## src/cordic_params.svh

```systemverilog
`ifndef CORDIC_PARAMS_SVH
`define CORDIC_PARAMS_SVH

// width of every data and angle word.
`define CORDIC_WIDTH 16

// fraction bits of cosine and sine, and of the angle.
`define CORDIC_FRAC 14
`define CORDIC_ANGLE_FRAC 13

`define CORDIC_ITERS 14

`endif

```

## src/cordic_pkg.sv

```systemverilog
`default_nettype none
`include "cordic_params.svh"

package cordic_pkg;

  typedef logic signed [`CORDIC_WIDTH-1:0] word_t;
  typedef logic signed [`CORDIC_WIDTH-1:0] angle_t;

  typedef struct packed {
    word_t  x;
    word_t  y;
    angle_t z;
  } vec_t;

  typedef logic [$clog2(`CORDIC_ITERS)-1:0] iter_t;

  // 1/K for an unbounded number of iterations, in result format.
  localparam word_t cordic_gain =
    word_t'($rtoi(0.6072529350088813 * (2.0 ** `CORDIC_FRAC) + 0.5));

  // atan(2^-i) with 13 fraction bits.
  function automatic angle_t atan_lut(input iter_t i);
    case (i)
      4'd0:    return angle_t'(6434);
      4'd1:    return angle_t'(3798);
      4'd2:    return angle_t'(2007);
      4'd3:    return angle_t'(1019);
      4'd4:    return angle_t'(511);
      4'd5:    return angle_t'(256);
      4'd6:    return angle_t'(128);
      4'd7:    return angle_t'(64);
      4'd8:    return angle_t'(32);
      4'd9:    return angle_t'(16);
      4'd10:   return angle_t'(8);
      4'd11:   return angle_t'(4);
      4'd12:   return angle_t'(2);
      4'd13:   return angle_t'(1);
      default: return '0;
    endcase
  endfunction

endpackage

`default_nettype wire

```

## src/cordic_ctrl_if.sv

```systemverilog
`timescale 1ns/100ps
`default_nettype none

interface cordic_ctrl_if;

  // enables from the controller.
  logic reset_reg;
  logic enab_rb1;
  logic enab_rb2;
  logic enab_rb3;
  logic enab_cont_var;
  logic enab_cont_iter;
  logic beg_add_subt;
  logic enab_out;

  // status back from the datapath.
  logic exception;
  logic max_tick_var;
  logic max_tick_iter;
  logic z_done;

  modport fsm (
    output reset_reg, enab_rb1, enab_rb2, enab_rb3,
    output enab_cont_var, enab_cont_iter, beg_add_subt, enab_out,
    input  exception, max_tick_var, max_tick_iter, z_done
  );

  modport datapath (
    input  reset_reg, enab_rb1, enab_rb2, enab_rb3,
    input  enab_cont_var, enab_cont_iter, beg_add_subt, enab_out,
    output exception, max_tick_var, max_tick_iter, z_done
  );

endinterface

`default_nettype wire

```

## src/cordic_fsm.sv

```systemverilog
`timescale 1ns/100ps
`default_nettype none

module cordic_fsm (
  input  logic       clk,
  input  logic       reset,
  input  logic       start,
  input  logic       ack,
  cordic_ctrl_if.fsm ctrl,
  output logic       ready
);

  typedef enum logic [2:0] {
    st_idle,
    st_capture,
    st_fold,
    st_load,
    st_var,
    st_wait_z,
    st_advance,
    st_hold
  } state_t;

  state_t state;
  state_t state_next;

  always_ff @(posedge clk or posedge reset) begin
    if (reset) begin
      state <= st_idle;
    end else begin
      state <= state_next;
    end
  end

  always_comb begin
    state_next          = state;
    ctrl.reset_reg      = 1'b0;
    ctrl.enab_rb1       = 1'b0;
    ctrl.enab_rb2       = 1'b0;
    ctrl.enab_rb3       = 1'b0;
    ctrl.enab_cont_var  = 1'b0;
    ctrl.enab_cont_iter = 1'b0;
    ctrl.beg_add_subt   = 1'b0;
    ctrl.enab_out       = 1'b0;
    ready               = 1'b0;
    case (state)
      st_idle: begin
        ctrl.reset_reg = 1'b1;
        ctrl.enab_rb1  = 1'b1;
        if (start) begin
          state_next = st_capture;
        end
      end
      st_capture: begin
        ctrl.enab_rb1 = 1'b1;
        state_next    = st_fold;
      end
      st_fold: begin
        ctrl.enab_rb2 = 1'b1;
        // an out-of-range angle drops the run with no result.
        if (ctrl.exception) begin
          state_next = st_idle;
        end else begin
          state_next = st_load;
        end
      end
      st_load: begin
        ctrl.enab_rb3 = 1'b1;
        state_next    = st_var;
      end
      st_var: begin
        ctrl.enab_cont_var = 1'b1;
        ctrl.beg_add_subt  = 1'b1;
        if (ctrl.max_tick_var) begin
          state_next = st_wait_z;
        end
      end
      st_wait_z: begin
        ctrl.beg_add_subt = 1'b1;
        if (ctrl.z_done) begin
          state_next = st_advance;
        end
      end
      st_advance: begin
        ctrl.enab_cont_iter = 1'b1;
        ctrl.enab_cont_var  = 1'b1;
        if (ctrl.max_tick_iter) begin
          // latch the result on the way out so ready sees it.
          ctrl.enab_out = 1'b1;
          state_next    = st_hold;
        end else begin
          state_next = st_load;
        end
      end
      st_hold: begin
        ready = 1'b1;
        if (ack) begin
          state_next = st_idle;
        end
      end
      default: begin
        state_next = st_idle;
      end
    endcase
  end

endmodule

`default_nettype wire

```

## src/cordic_iter_unit.sv

```systemverilog
`timescale 1ns/100ps
`default_nettype none
`include "cordic_params.svh"

module cordic_iter_unit (
  input  logic               clk,
  input  logic               reset,
  input  cordic_pkg::vec_t   start_vec,
  cordic_ctrl_if.datapath    ctrl,
  output cordic_pkg::vec_t   vec
);

  cordic_pkg::word_t  x;
  cordic_pkg::word_t  y;
  cordic_pkg::angle_t z;
  cordic_pkg::word_t  x_op;
  cordic_pkg::word_t  y_op;
  cordic_pkg::iter_t  iter;
  logic               var_cnt;
  logic               z_done;
  logic               dir_pos;
  logic               z_phase;
  cordic_pkg::word_t  add_a;
  cordic_pkg::word_t  add_b;
  cordic_pkg::word_t  add_sum;
  logic               add_sub;

  // z step runs in the first wait cycle only.
  assign z_phase = ctrl.beg_add_subt && !ctrl.enab_cont_var && !z_done;

  // one adder, steered by phase and the variable counter.
  always_comb begin
    if (z_phase) begin
      add_a   = z;
      add_b   = cordic_pkg::atan_lut(iter);
      add_sub = dir_pos;
    end else if (!var_cnt) begin
      add_a   = x_op;
      add_b   = y_op >>> iter;
      add_sub = dir_pos;
    end else begin
      add_a   = y_op;
      add_b   = x_op >>> iter;
      add_sub = !dir_pos;
    end
  end

  assign add_sum = add_sub ? add_a - add_b : add_a + add_b;

  always_ff @(posedge clk) begin
    if (ctrl.enab_rb3) begin
      if (iter == '0) begin
        x    <= start_vec.x;
        y    <= start_vec.y;
        z    <= start_vec.z;
        x_op <= start_vec.x;
        y_op <= start_vec.y;
      end else begin
        // snapshot so the y step still sees the old x.
        x_op <= x;
        y_op <= y;
      end
    end else if (ctrl.enab_cont_var && ctrl.beg_add_subt) begin
      if (!var_cnt) begin
        x <= add_sum;
      end else begin
        y <= add_sum;
      end
    end else if (z_phase) begin
      z <= add_sum;
    end
  end

  always_ff @(posedge clk or posedge reset) begin
    if (reset) begin
      iter    <= '0;
      var_cnt <= 1'b0;
      z_done  <= 1'b0;
      dir_pos <= 1'b1;
    end else begin
      z_done <= z_phase;
      if (ctrl.reset_reg) begin
        iter <= '0;
      end else if (ctrl.enab_cont_iter) begin
        iter <= iter + 1'b1;
      end
      if (ctrl.reset_reg || ctrl.enab_cont_iter) begin
        var_cnt <= 1'b0;
      end else if (ctrl.enab_cont_var) begin
        var_cnt <= !var_cnt;
      end
      if (ctrl.enab_rb3) begin
        dir_pos <= (iter == '0) ? !start_vec.z[`CORDIC_WIDTH-1] : !z[`CORDIC_WIDTH-1];
      end
    end
  end

  assign ctrl.max_tick_var  = var_cnt;
  assign ctrl.max_tick_iter = (iter == cordic_pkg::iter_t'(`CORDIC_ITERS - 1));
  assign ctrl.z_done        = z_done;

  assign vec.x = x;
  assign vec.y = y;
  assign vec.z = z;

endmodule

`default_nettype wire

```

## src/cordic_operand_stage.sv

```systemverilog
`timescale 1ns/100ps
`default_nettype none
`include "cordic_params.svh"

module cordic_operand_stage (
  input  logic                 clk,
  input  logic                 reset,
  input  cordic_pkg::angle_t   angle,
  cordic_ctrl_if.datapath      ctrl,
  output cordic_pkg::vec_t     start_vec,
  output logic                 negate,
  output logic                 angle_error
);

  localparam int angle_pi =
    $rtoi(3.141592653589793 * (2.0 ** `CORDIC_ANGLE_FRAC) + 0.5);
  localparam int angle_half_pi = angle_pi / 2;

  cordic_pkg::angle_t angle_q;
  cordic_pkg::angle_t z_fold;
  logic               pos_fold;
  logic               neg_fold;

  // angle follows the input only while idle.
  always_ff @(posedge clk) begin
    if (ctrl.enab_rb1 && ctrl.reset_reg) begin
      angle_q <= angle;
    end
    if (ctrl.enab_rb1) begin
      pos_fold <= angle_q > angle_half_pi;
      neg_fold <= angle_q < -angle_half_pi;
    end
    if (ctrl.enab_rb2) begin
      if (pos_fold) begin
        z_fold <= angle_q - cordic_pkg::angle_t'(angle_pi);
      end else if (neg_fold) begin
        z_fold <= angle_q + cordic_pkg::angle_t'(angle_pi);
      end else begin
        z_fold <= angle_q;
      end
    end
  end

  assign ctrl.exception = (angle_q > angle_pi) || (angle_q < -angle_pi);

  always_ff @(posedge clk or posedge reset) begin
    if (reset) begin
      negate      <= 1'b0;
      angle_error <= 1'b0;
    end else begin
      if (ctrl.enab_rb2) begin
        negate <= pos_fold || neg_fold;
      end
      // sticky until the next run is captured.
      if (ctrl.enab_rb2 && ctrl.exception) begin
        angle_error <= 1'b1;
      end else if (ctrl.enab_rb1 && !ctrl.reset_reg) begin
        angle_error <= 1'b0;
      end
    end
  end

  assign start_vec.x = cordic_pkg::cordic_gain;
  assign start_vec.y = '0;
  assign start_vec.z = z_fold;

endmodule

`default_nettype wire

```

## src/cordic_result_buffer.sv

```systemverilog
`timescale 1ns/100ps
`default_nettype none

module cordic_result_buffer (
  input  logic               clk,
  input  logic               reset,
  input  cordic_pkg::vec_t   vec,
  input  logic               negate,
  cordic_ctrl_if.datapath    ctrl,
  output cordic_pkg::word_t  cos_out,
  output cordic_pkg::word_t  sin_out
);

  cordic_pkg::word_t cos_fix;
  cordic_pkg::word_t sin_fix;

  // a folded angle flips the sign of both terms.
  assign cos_fix = negate ? -vec.x : vec.x;
  assign sin_fix = negate ? -vec.y : vec.y;

  always_ff @(posedge clk or posedge reset) begin
    if (reset) begin
      cos_out <= '0;
      sin_out <= '0;
    end else if (ctrl.enab_out) begin
      cos_out <= cos_fix;
      sin_out <= sin_fix;
    end
  end

endmodule

`default_nettype wire

```

## src/cordic_top.sv

```systemverilog
`timescale 1ns/100ps
`default_nettype none

module cordic_top (
  input  logic               clk,
  input  logic               reset,
  input  logic               start,
  input  logic               ack,
  input  cordic_pkg::angle_t angle,
  output logic               ready,
  output cordic_pkg::word_t  cos_out,
  output cordic_pkg::word_t  sin_out,
  output logic               angle_error
);

  cordic_pkg::vec_t start_vec;
  cordic_pkg::vec_t vec;
  logic             negate;

  cordic_ctrl_if ctrl_if ();

  cordic_fsm cordic_fsm_inst (
    .clk   (clk),
    .reset (reset),
    .start (start),
    .ack   (ack),
    .ctrl  (ctrl_if.fsm),
    .ready (ready)
  );

  cordic_operand_stage cordic_operand_stage_inst (
    .clk         (clk),
    .reset       (reset),
    .angle       (angle),
    .ctrl        (ctrl_if.datapath),
    .start_vec   (start_vec),
    .negate      (negate),
    .angle_error (angle_error)
  );

  cordic_iter_unit cordic_iter_unit_inst (
    .clk       (clk),
    .reset     (reset),
    .start_vec (start_vec),
    .ctrl      (ctrl_if.datapath),
    .vec       (vec)
  );

  cordic_result_buffer cordic_result_buffer_inst (
    .clk     (clk),
    .reset   (reset),
    .vec     (vec),
    .negate  (negate),
    .ctrl    (ctrl_if.datapath),
    .cos_out (cos_out),
    .sin_out (sin_out)
  );

endmodule

`default_nettype wire

```

## config.mk

```make
export PLATFORM = sky130hd
export DESIGN_NAME = cordic_top
export DESIGN_NICKNAME = d
export VERILOG_FILES = /design/src/cordic_pkg.sv /design/src/cordic_ctrl_if.sv /design/src/cordic_fsm.sv /design/src/cordic_iter_unit.sv /design/src/cordic_operand_stage.sv /design/src/cordic_result_buffer.sv /design/src/cordic_top.sv
export VERILOG_INCLUDE_DIRS = /design/src
export SDC_FILE = /design/constraint.sdc
export NUM_CORES = 1
export LEC_CHECK = 0
export ABC_CLOCK_PERIOD_IN_PS = 4700
export BUFFER_PORTS_ARGS = -buffer_cell sky130_fd_sc_hd__buf_2
export CORE_MARGIN = 1.5
export CORE_UTILIZATION = 56
export CTS_CLUSTER_DIAMETER = 60
export DETAILED_ROUTE_END_ITERATION = 7
export HOLD_SLACK_MARGIN = 0.03
export PLACE_DENSITY = 0.87
export SETUP_SLACK_MARGIN = 0.5
export SLEW_MARGIN = 15
export SYNTH_ARGS = -nofsm -noshare
export SYNTH_HDL_FRONTEND = slang
export SYNTH_SLANG_ARGS = --single-unit
export TNS_END_PERCENT = 5
```

## constraint.sdc

```tcl
create_clock -name clk -period 4.7 [get_ports clk]
set_input_delay 0.47 -clock clk [delete_from_list [all_inputs] [get_ports clk]]
set_output_delay 0.47 -clock clk [all_outputs]
set_load 0.02 [all_outputs]
```

==> out/qor.txt, run 1 <==
final setup margin = -167 ps
Final nets = 1145
global routing usage on met2 = 0.539
CP startpoint kind = flop
total CTS buffers = 17
Synth async-reset ratio = 0.278
FF+latch count, synth = 158
post-synthesis instance area = 10100 um^2
Hold Buf Count CTS = 0
CORE AREA = 17500 um^2
clk sink count = 158
Post-Route WL = 30800 um
WL/cell = 23.1 um
I/O pin total = 54
full die area = 18900 um^2
DR vias/cell = 6.66
CP Capture Type = flop
Clock Root Buffer = clkbuf_16
Crit path required time = 4900 ps
FF-to-FF setup slack = -170 ps
Seq/Total Area, Yosys = 0.448
layout cell share with drive strength beyond 1 = 0.250
top_reg_cell synth = edfxtp_1
leakage power = 4.71 nW
ANT nets after route = 0
fillcell total = 1154
Pwr Density = 248 nW/um^2
DR iter-0 viols = 1240
Final Hold Viols = 0
Cell Rows = 48
Cells after DPL = 1287
RSZ-0062 raised after global routing = yes
met3 Resource Use GR = 0.0633
worst hold-check path type = primary input to flop
die height = 137 um
dpl cell area = 11100 um^2
H-tree depth = 4
final setup vio count = 15
Die W = 137 um
EDFF count, synth = 114
Clock transition at path regs = 60 ps
Peak VDD IR = 0.349 mV
worst reg-to-reg path cell count = 21
I/O Buffers = 53
crit path time final = 4870 ps
gr busiest metal = met2
crit share post-route = 1.04
CTS max path bufs = 2
antenna violations before repair = 1
Ant. Diodes = 0
vias in the first global route = 8472
largest net degree at the start of global routing = 63
syn avg cell area = 10.2 um^2
gr ovfl total = 0
first-pass GRT wire length = 48100 um
relative slew slack = 0.250
CTS tree = yes
data arrival time of the critical path = 5060 ps
Max Fclk = 205 MHz
status = finished, violations left
Syn Nets = 1041
Yosys Warn Count = 0
max_cap viols = 0
# DRC = 0
Worst-Margin Slew = 1120 ps
Initial Utilization = 0.578
dpl hpwl = 20000 um
Post-Layout Cell Count = 1333
Post-Synthesis Cells = 991
Via Count = 8881
Setup Skew = 9.12 ps
GRT Overall Usage = 0.342
crit-path max FO = 3
Pre-Repair DR Iteration Count = 6
Slew Limit Fails = 0
Post-Layout Inst Area = 12000 um^2
failing checks = setup timing
GRT met1 Usage = 0.444
Hold Crit Depth = 1
worst skew pair latency = 440 ps
gpl congestion = 1.03
area grow syn2layout = 18.5%
kind of critical path = flop to flop
Distinct cells, synth = 79
[per-stage QoR]
step | setup WS (ps) | hold WS [ps] | TNS [ps] | utilization | power (W)
after floorplan | 307 | 445 | 0 | - | 0.00152
after global placement | -19.5 | 465 | -92.9 | 0.633 | 0.00153
after detailed placement | -145 | 483 | -1420 | 0.633 | 0.00153
after CTS | -16.4 | 205 | -41.2 | 0.681 | 0.00297
after global routing | -332 | 202 | -4120 | 0.686 | 0.00302
final | -167 | 205 | -1150 | 0.686 | 0.00297
[cell type report]
cell class,count,area (um^2),share of cell area
Clock buffer,20,489,0.0408
Inverter,23,87.6,0.00731
Multi-Input combinational cell,746,5450,0.454
Clock inverter,12,141,0.0118
Tap cell,225,282,0.0235
Timing Repair Buffer,149,1010,0.0843
Sequential cell,158,4530,0.378
[cell usage after synthesis, drive strengths merged, types with 9 or more instances]
cell type | n | area [um^2]
a21o | 31 | 233
a21oi | 65 | 325
a31oi | 9 | 56.3
and2 | 25 | 156
buf | 19 | 128
clkbuf | 45 | 169
dfrtp | 43 | 1080
edfxtp | 114 | 3420
ha | 29 | 363
inv | 20 | 75.1
mux2 | 16 | 184
mux2i | 30 | 300
mux4 | 20 | 492
nand2 | 107 | 402
nand2b | 23 | 144
nand3 | 18 | 90.1
nor2 | 85 | 319
nor2b | 10 | 62.6
nor3 | 17 | 85.1
o21ai | 59 | 295
o31ai | 18 | 140
xnor2 | 25 | 219
xor2 | 41 | 359
[layout by cell type (no fill, tap or decap), types with 5 or more instances in the layout]
master	count
edfxtp_1	114
nand2_1	105
buf_4	92
nor2_1	83
a21oi_1	60
buf_2	53
o21ai_0	47
xor2_1	41
dfrtp_1	41
a21o_1	31
mux2i_1	28
ha_1	26
and2_1	24
xnor2_1	24
nand2b_1	23
clkbuf_16	19
inv_1	18
nand3_1	16
mux2_2	15
nor3_1	14
mux4_2	13
o31ai_1	12
nor2b_1	10
o211ai_1	8
or2_2	7
a22o_1	7
mux4_1	7
a31oi_1	7
o21ai_1	6
o21a_1	6
or3_1	5
o41ai_1	5
a22oi_1	5
o31ai_2	5
o21ai_2	5
[cells by family after synthesis]
| kind of cell | after synthesis | share of synthesized area |
|---|---|---|
| xor+xnor | 66 | 0.0572 |
| buf+inv | 87 | 0.0379 |
| simple gates | 321 | 0.149 |
| fa+ha+maj | 30 | 0.0379 |
| mux | 66 | 0.0965 |
| compound gates | 263 | 0.174 |
| flops | 158 | 0.448 |
[critical path, cell delays in order (launching register included)]
cell and delay, ps:
dfrtp_2 430, buf_4 150, buf_4 130, buf_4 130, mux2_2 290, mux4_2 490, a22o_1 250, o31a_1 330
a2111oi_4 250, a21oi_1 130, xnor2_1 260, ha_2 330, o21a_1 120, o21ai_2 130, nand2b_1 120, o311ai_4 120
a211oi_2 150, buf_4 160, nor3_2 180, xor2_1 160, nor2_1 100, a21o_1 210
[sequential cells by signal (all words and copies together) (netlist names)]
name	flops
cordic_fsm_inst.state	3
cordic_iter_unit_inst.y_op	16
cordic_iter_unit_inst.ctrl.z_done	1
cordic_operand_stage_inst.negate	1
cordic_iter_unit_inst.dir_pos	1
cordic_iter_unit_inst.ctrl.max_tick_var	1
cordic_operand_stage_inst.z_fold	16
cordic_iter_unit_inst.x_op	16
cordic_iter_unit_inst.y	16
cordic_operand_stage_inst.angle_q	16
cordic_iter_unit_inst.z	16
cordic_operand_stage_inst.angle_error	1
cordic_operand_stage_inst.pos_fold	1
cordic_iter_unit_inst.iter	4
cordic_operand_stage_inst.neg_fold	1
cordic_result_buffer_inst.sin_out	16
cordic_result_buffer_inst.cos_out	16
cordic_iter_unit_inst.x	16
[final timing paths]
check | endpoint | from
worst min register to register | cordic_iter_unit_inst.dir_pos | cordic_iter_unit_inst.dir_pos
worst max-delay path | cordic_iter_unit_inst.y[13] | cordic_iter_unit_inst.ctrl.max_tick_var
max in group asynchronous | cordic_iter_unit_inst.ctrl.max_tick_var | reset
worst max register to register | cordic_iter_unit_inst.y[13] | cordic_iter_unit_inst.ctrl.max_tick_var
worst min-delay path | cordic_operand_stage_inst.angle_q[0] | angle[0]
min in group asynchronous | cordic_iter_unit_inst.iter[0] | reset
[power by group]
part | total, W | switching (W) | internal [W]
combinational | 0.0000156 | 0.00000985 | 0.00000576
clock | 0.00148 | 0.000603 | 0.000873
sequential | 0.00148 | 0 | 0.00148
[routing by layer]
metal / wire [um] / share of wire
met4: 2130 / 0.069
met5: 7 / 0.00023
met3: 3170 / 0.10
met1: 11400 / 0.37
met2: 14100 / 0.46
[what timing repair did]
item,in CTS,in global routing
pin swaps,22,12
cloned,0,0
setup endpoints to repair,36,39
endpoints found under the hold margin,0,0
resized for setup,34,18
buffers inserted,12,2
Power figures use the tool's default switching activity.
==> run 2: changes to the inputs <==
- ABC_CLOCK_PERIOD_IN_PS: 4700 -> 4500
- CORE_UTILIZATION: 56 -> 61
- PLACE_DENSITY: 0.87 -> 0.9
- SLEW_MARGIN: 15 -> not set
- clock period: 4.7 -> 4.5 ns (I/O delays scaled with it)
==> run 2 against run 1 <==
The run still ends with setup timing left; sequential share of layout area fell by 0.62 points; global-route usage is 3.1 points higher; cell count rose by 1.6%; sequential power increased by 5%; utilization up 7.3 points; largest power group unchanged; highest routed layer is now met4.
==> out/qor.txt, run 2 (same netlist as run 1, synthesis figures left out) <==
status = finished, violations left (unchanged)
failing checks = setup timing (unchanged)
gr ovfl total = 0 (unchanged)
CTS tree = yes (unchanged)
Final Hold Viols = 0 (unchanged)
total CTS buffers = 17 (unchanged)
Buffers & Inverters on Critical Path = 1 (was 4)
worst hold margin = 182 ps (was 205 ps)
Ant. Diodes = 0 (unchanged)
Hold Crit Start = angle[3] (was angle[0])
crit-path max FO = 11 (was 3)
reg2reg end = cordic_iter_unit_inst.x[13] (was cordic_iter_unit_inst.y[13])
crit share post-route = 1.07 (was 1.04)
Hold EP = cordic_operand_stage_inst.angle_q[3] (was cordic_operand_stage_inst.angle_q[0])
largest net degree at the start of global routing = 63 (unchanged)
Hold Buf Count CTS = 0 (unchanged)
most frequent cells in the layout = buf_4, edfxtp_1, nand2_1, nor2_1, a21oi_1 (was edfxtp_1, nand2_1, buf_4, nor2_1, a21oi_1)
leakage power = 4.85 nW (was 4.71 nW)
slowest stage cell on the critical path = mux4_1 (was mux4_2)
FF-to-FF setup slack = -300 ps (was -170 ps)
gpl congestion = 0.998 (was 1.03)
CP Cell Sequence = buf_12 -> mux2_2 -> mux4_1 -> a22oi_1 -> o211ai_1 -> a2111oi_4 -> a21oi_1 -> xnor2_1 -> ha_2 -> o21a_1 -> o21ai_2 -> nand2b_1 -> o311ai_4 -> a211oi_2 -> nor3_2 -> xor2_1 -> nor2_2 -> a21o_1 (was buf_4 -> buf_4 -> buf_4 -> mux2_2 -> mux4_2 -> a22o_1 -> o31a_1 -> a2111oi_4 -> a21oi_1 -> xnor2_1 -> ha_2 -> o21a_1 -> o21ai_2 -> nand2b_1 -> o311ai_4 -> a211oi_2 -> buf_4 -> nor3_2 -> xor2_1 -> nor2_1 -> a21o_1)
GRT Overall Usage = 0.373 (was 0.342)
worst skew pair latency = 450 ps (was 440 ps)
Setup Skew = 13.2 ps (was 9.12 ps)
Die W = 132 um (was 137 um)
Initial Utilization = 0.630 (was 0.578)
crit path time final = 4800 ps (was 4870 ps)
antenna violations before repair = 0 (was 1)
CP startpoint kind = flop (unchanged)
final setup vio count = 30 (was 15)
CP startpoint = cordic_iter_unit_inst.ctrl.max_tick_var (unchanged)
DR vias/cell = 6.68 (was 6.66)
I/O pin total = 54 (unchanged)
full die area = 17400 um^2 (was 18900 um^2)
total power = 0.00299 W (was 0.00297 W)
layout cell share with drive strength beyond 1 = 0.262 (was 0.250)
DR iter-0 viols = 1242 (was 1240)
Worst-Margin Slew = 1150 ps (was 1120 ps)
Cell Rows = 46 (was 48)
WL/cell = 23.5 um (was 23.1 um)
I/O Buffers = 53 (unchanged)
data arrival time of the critical path = 4990 ps (was 5060 ps)
Crit path required time = 4690 ps (was 4900 ps)
Peak VDD IR = 0.275 mV (was 0.349 mV)
RSZ-0062 raised after global routing = yes (unchanged)
Clock transition at path regs = 70 ps (was 60 ps)
Cells after DPL = 1314 (was 1287)
Post-Layout Cell Count = 1354 (was 1333)
Pre-Repair DR Iteration Count = 6 (unchanged)
area grow syn2layout = 20.5% (was 18.5%)
worst reg-to-reg path cell count = 18 (was 21)
setup TNS = -4730 ps (was -1150 ps)
worst hold-check path type = primary input to flop (unchanged)
Max Fclk = 208 MHz (was 205 MHz)
Clock Root Buffer = clkbuf_16 (unchanged)
CP Capture Type = flop (unchanged)
CP delay by family, top = compound AO/OA/AOI/OAI gates (unchanged)
clk sink count = 158 (unchanged)
first-pass GRT wire length = 49700 um (was 48100 um)
max_cap viols = 0 (unchanged)
CORE AREA = 16100 um^2 (was 17500 um^2)
final setup margin = -299 ps (was -167 ps)
H-tree depth = 4 (unchanged)
relative slew slack = 0.230 (was 0.250)
dpl hpwl = 21200 um (was 20000 um)
# DRC = 0 (unchanged)
commonest non-fill, non-tap cell in the layout = buf_4 (was edfxtp_1)
Post-Place Setup Slack = -349 ps (was -145 ps)
Pwr Density = 245 nW/um^2 (was 248 nW/um^2)
kind of critical path = flop to flop (unchanged)
Post-Route WL = 31900 um (was 30800 um)
Hold Crit Depth = 1 (unchanged)
Final nets = 1175 (was 1145)
CP peak stage delay = 520 ps (was 490 ps)
CTS max path bufs = 2 (unchanged)
vias in the first global route = 8909 (was 8472)
ANT nets after route = 0 (unchanged)
Via Count = 9048 (was 8881)
FF-to-FF Start = cordic_iter_unit_inst.ctrl.max_tick_var (unchanged)
die height = 132 um (was 137 um)
Slew Limit Fails = 0 (unchanged)
==> run 2: layout make-up <==
cell class / instances / area [um^2]
clock inverters: 15 / 159
well taps: 216 / 270
multi-input cells: 746 / 5390
fillers: 943 / 3870
flip-flops and latches: 158 / 4530
clock buffers: 17 / 425
repair buffers: 179 / 1320
inverters: 23 / 87.6
==> run 2: per-layer routing <==
layer / part of all wire / track usage / vias to the layer above / routed length (um)
met4: 0.080 / 0.260 / 0 / 2540
met2: 0.45 / 0.583 / 692 / 14500
met3: 0.10 / 0.0704 / 170 / 3220
met5: 0 / 0 / - / 0
li1: - / - / 3903 / -
met1: 0.36 / 0.473 / 4283 / 11600
==> run 2: worst max path at each step <==
stage | endpoint | slack, ps | cells after the start
finish | cordic_iter_unit_inst.x[13] | -300 | 18
global route | cordic_iter_unit_inst.y[13] | -400 | 18
CTS | cordic_iter_unit_inst.x[13] | -240 | 17
detailed placement | cordic_iter_unit_inst.x[13] | -350 | 18
global placement | cordic_iter_unit_inst.z[13] | -240 | 18
floorplan | cordic_iter_unit_inst.x[15] | 110 | 17
==> run 2: power breakdown <==
| part | internal (W) | switching [W] |
|---|---|---|
| Clock | 0.000744 | 0.000679 |
| Combinational | 0.00000602 | 0.0000104 |
| Sequential | 0.00155 | 0 |
==> run 2: through the flow <==
stage | utilization | area, um^2
floorplan | - | 10200
global placement | 0.708 | 11400
detailed placement | 0.708 | 11400
CTS | 0.754 | 12100
global route | 0.759 | 12200
finish | 0.759 | 12200
==> run 2: what timing repair did <==
action | 4_1_cts | 5_1_grt
pin swaps | 14 | 11
setup buffers | 7 | 0
cloned | 1 | 0
resized for setup | 20 | 22
endpoints found under the setup margin | 39 | 39
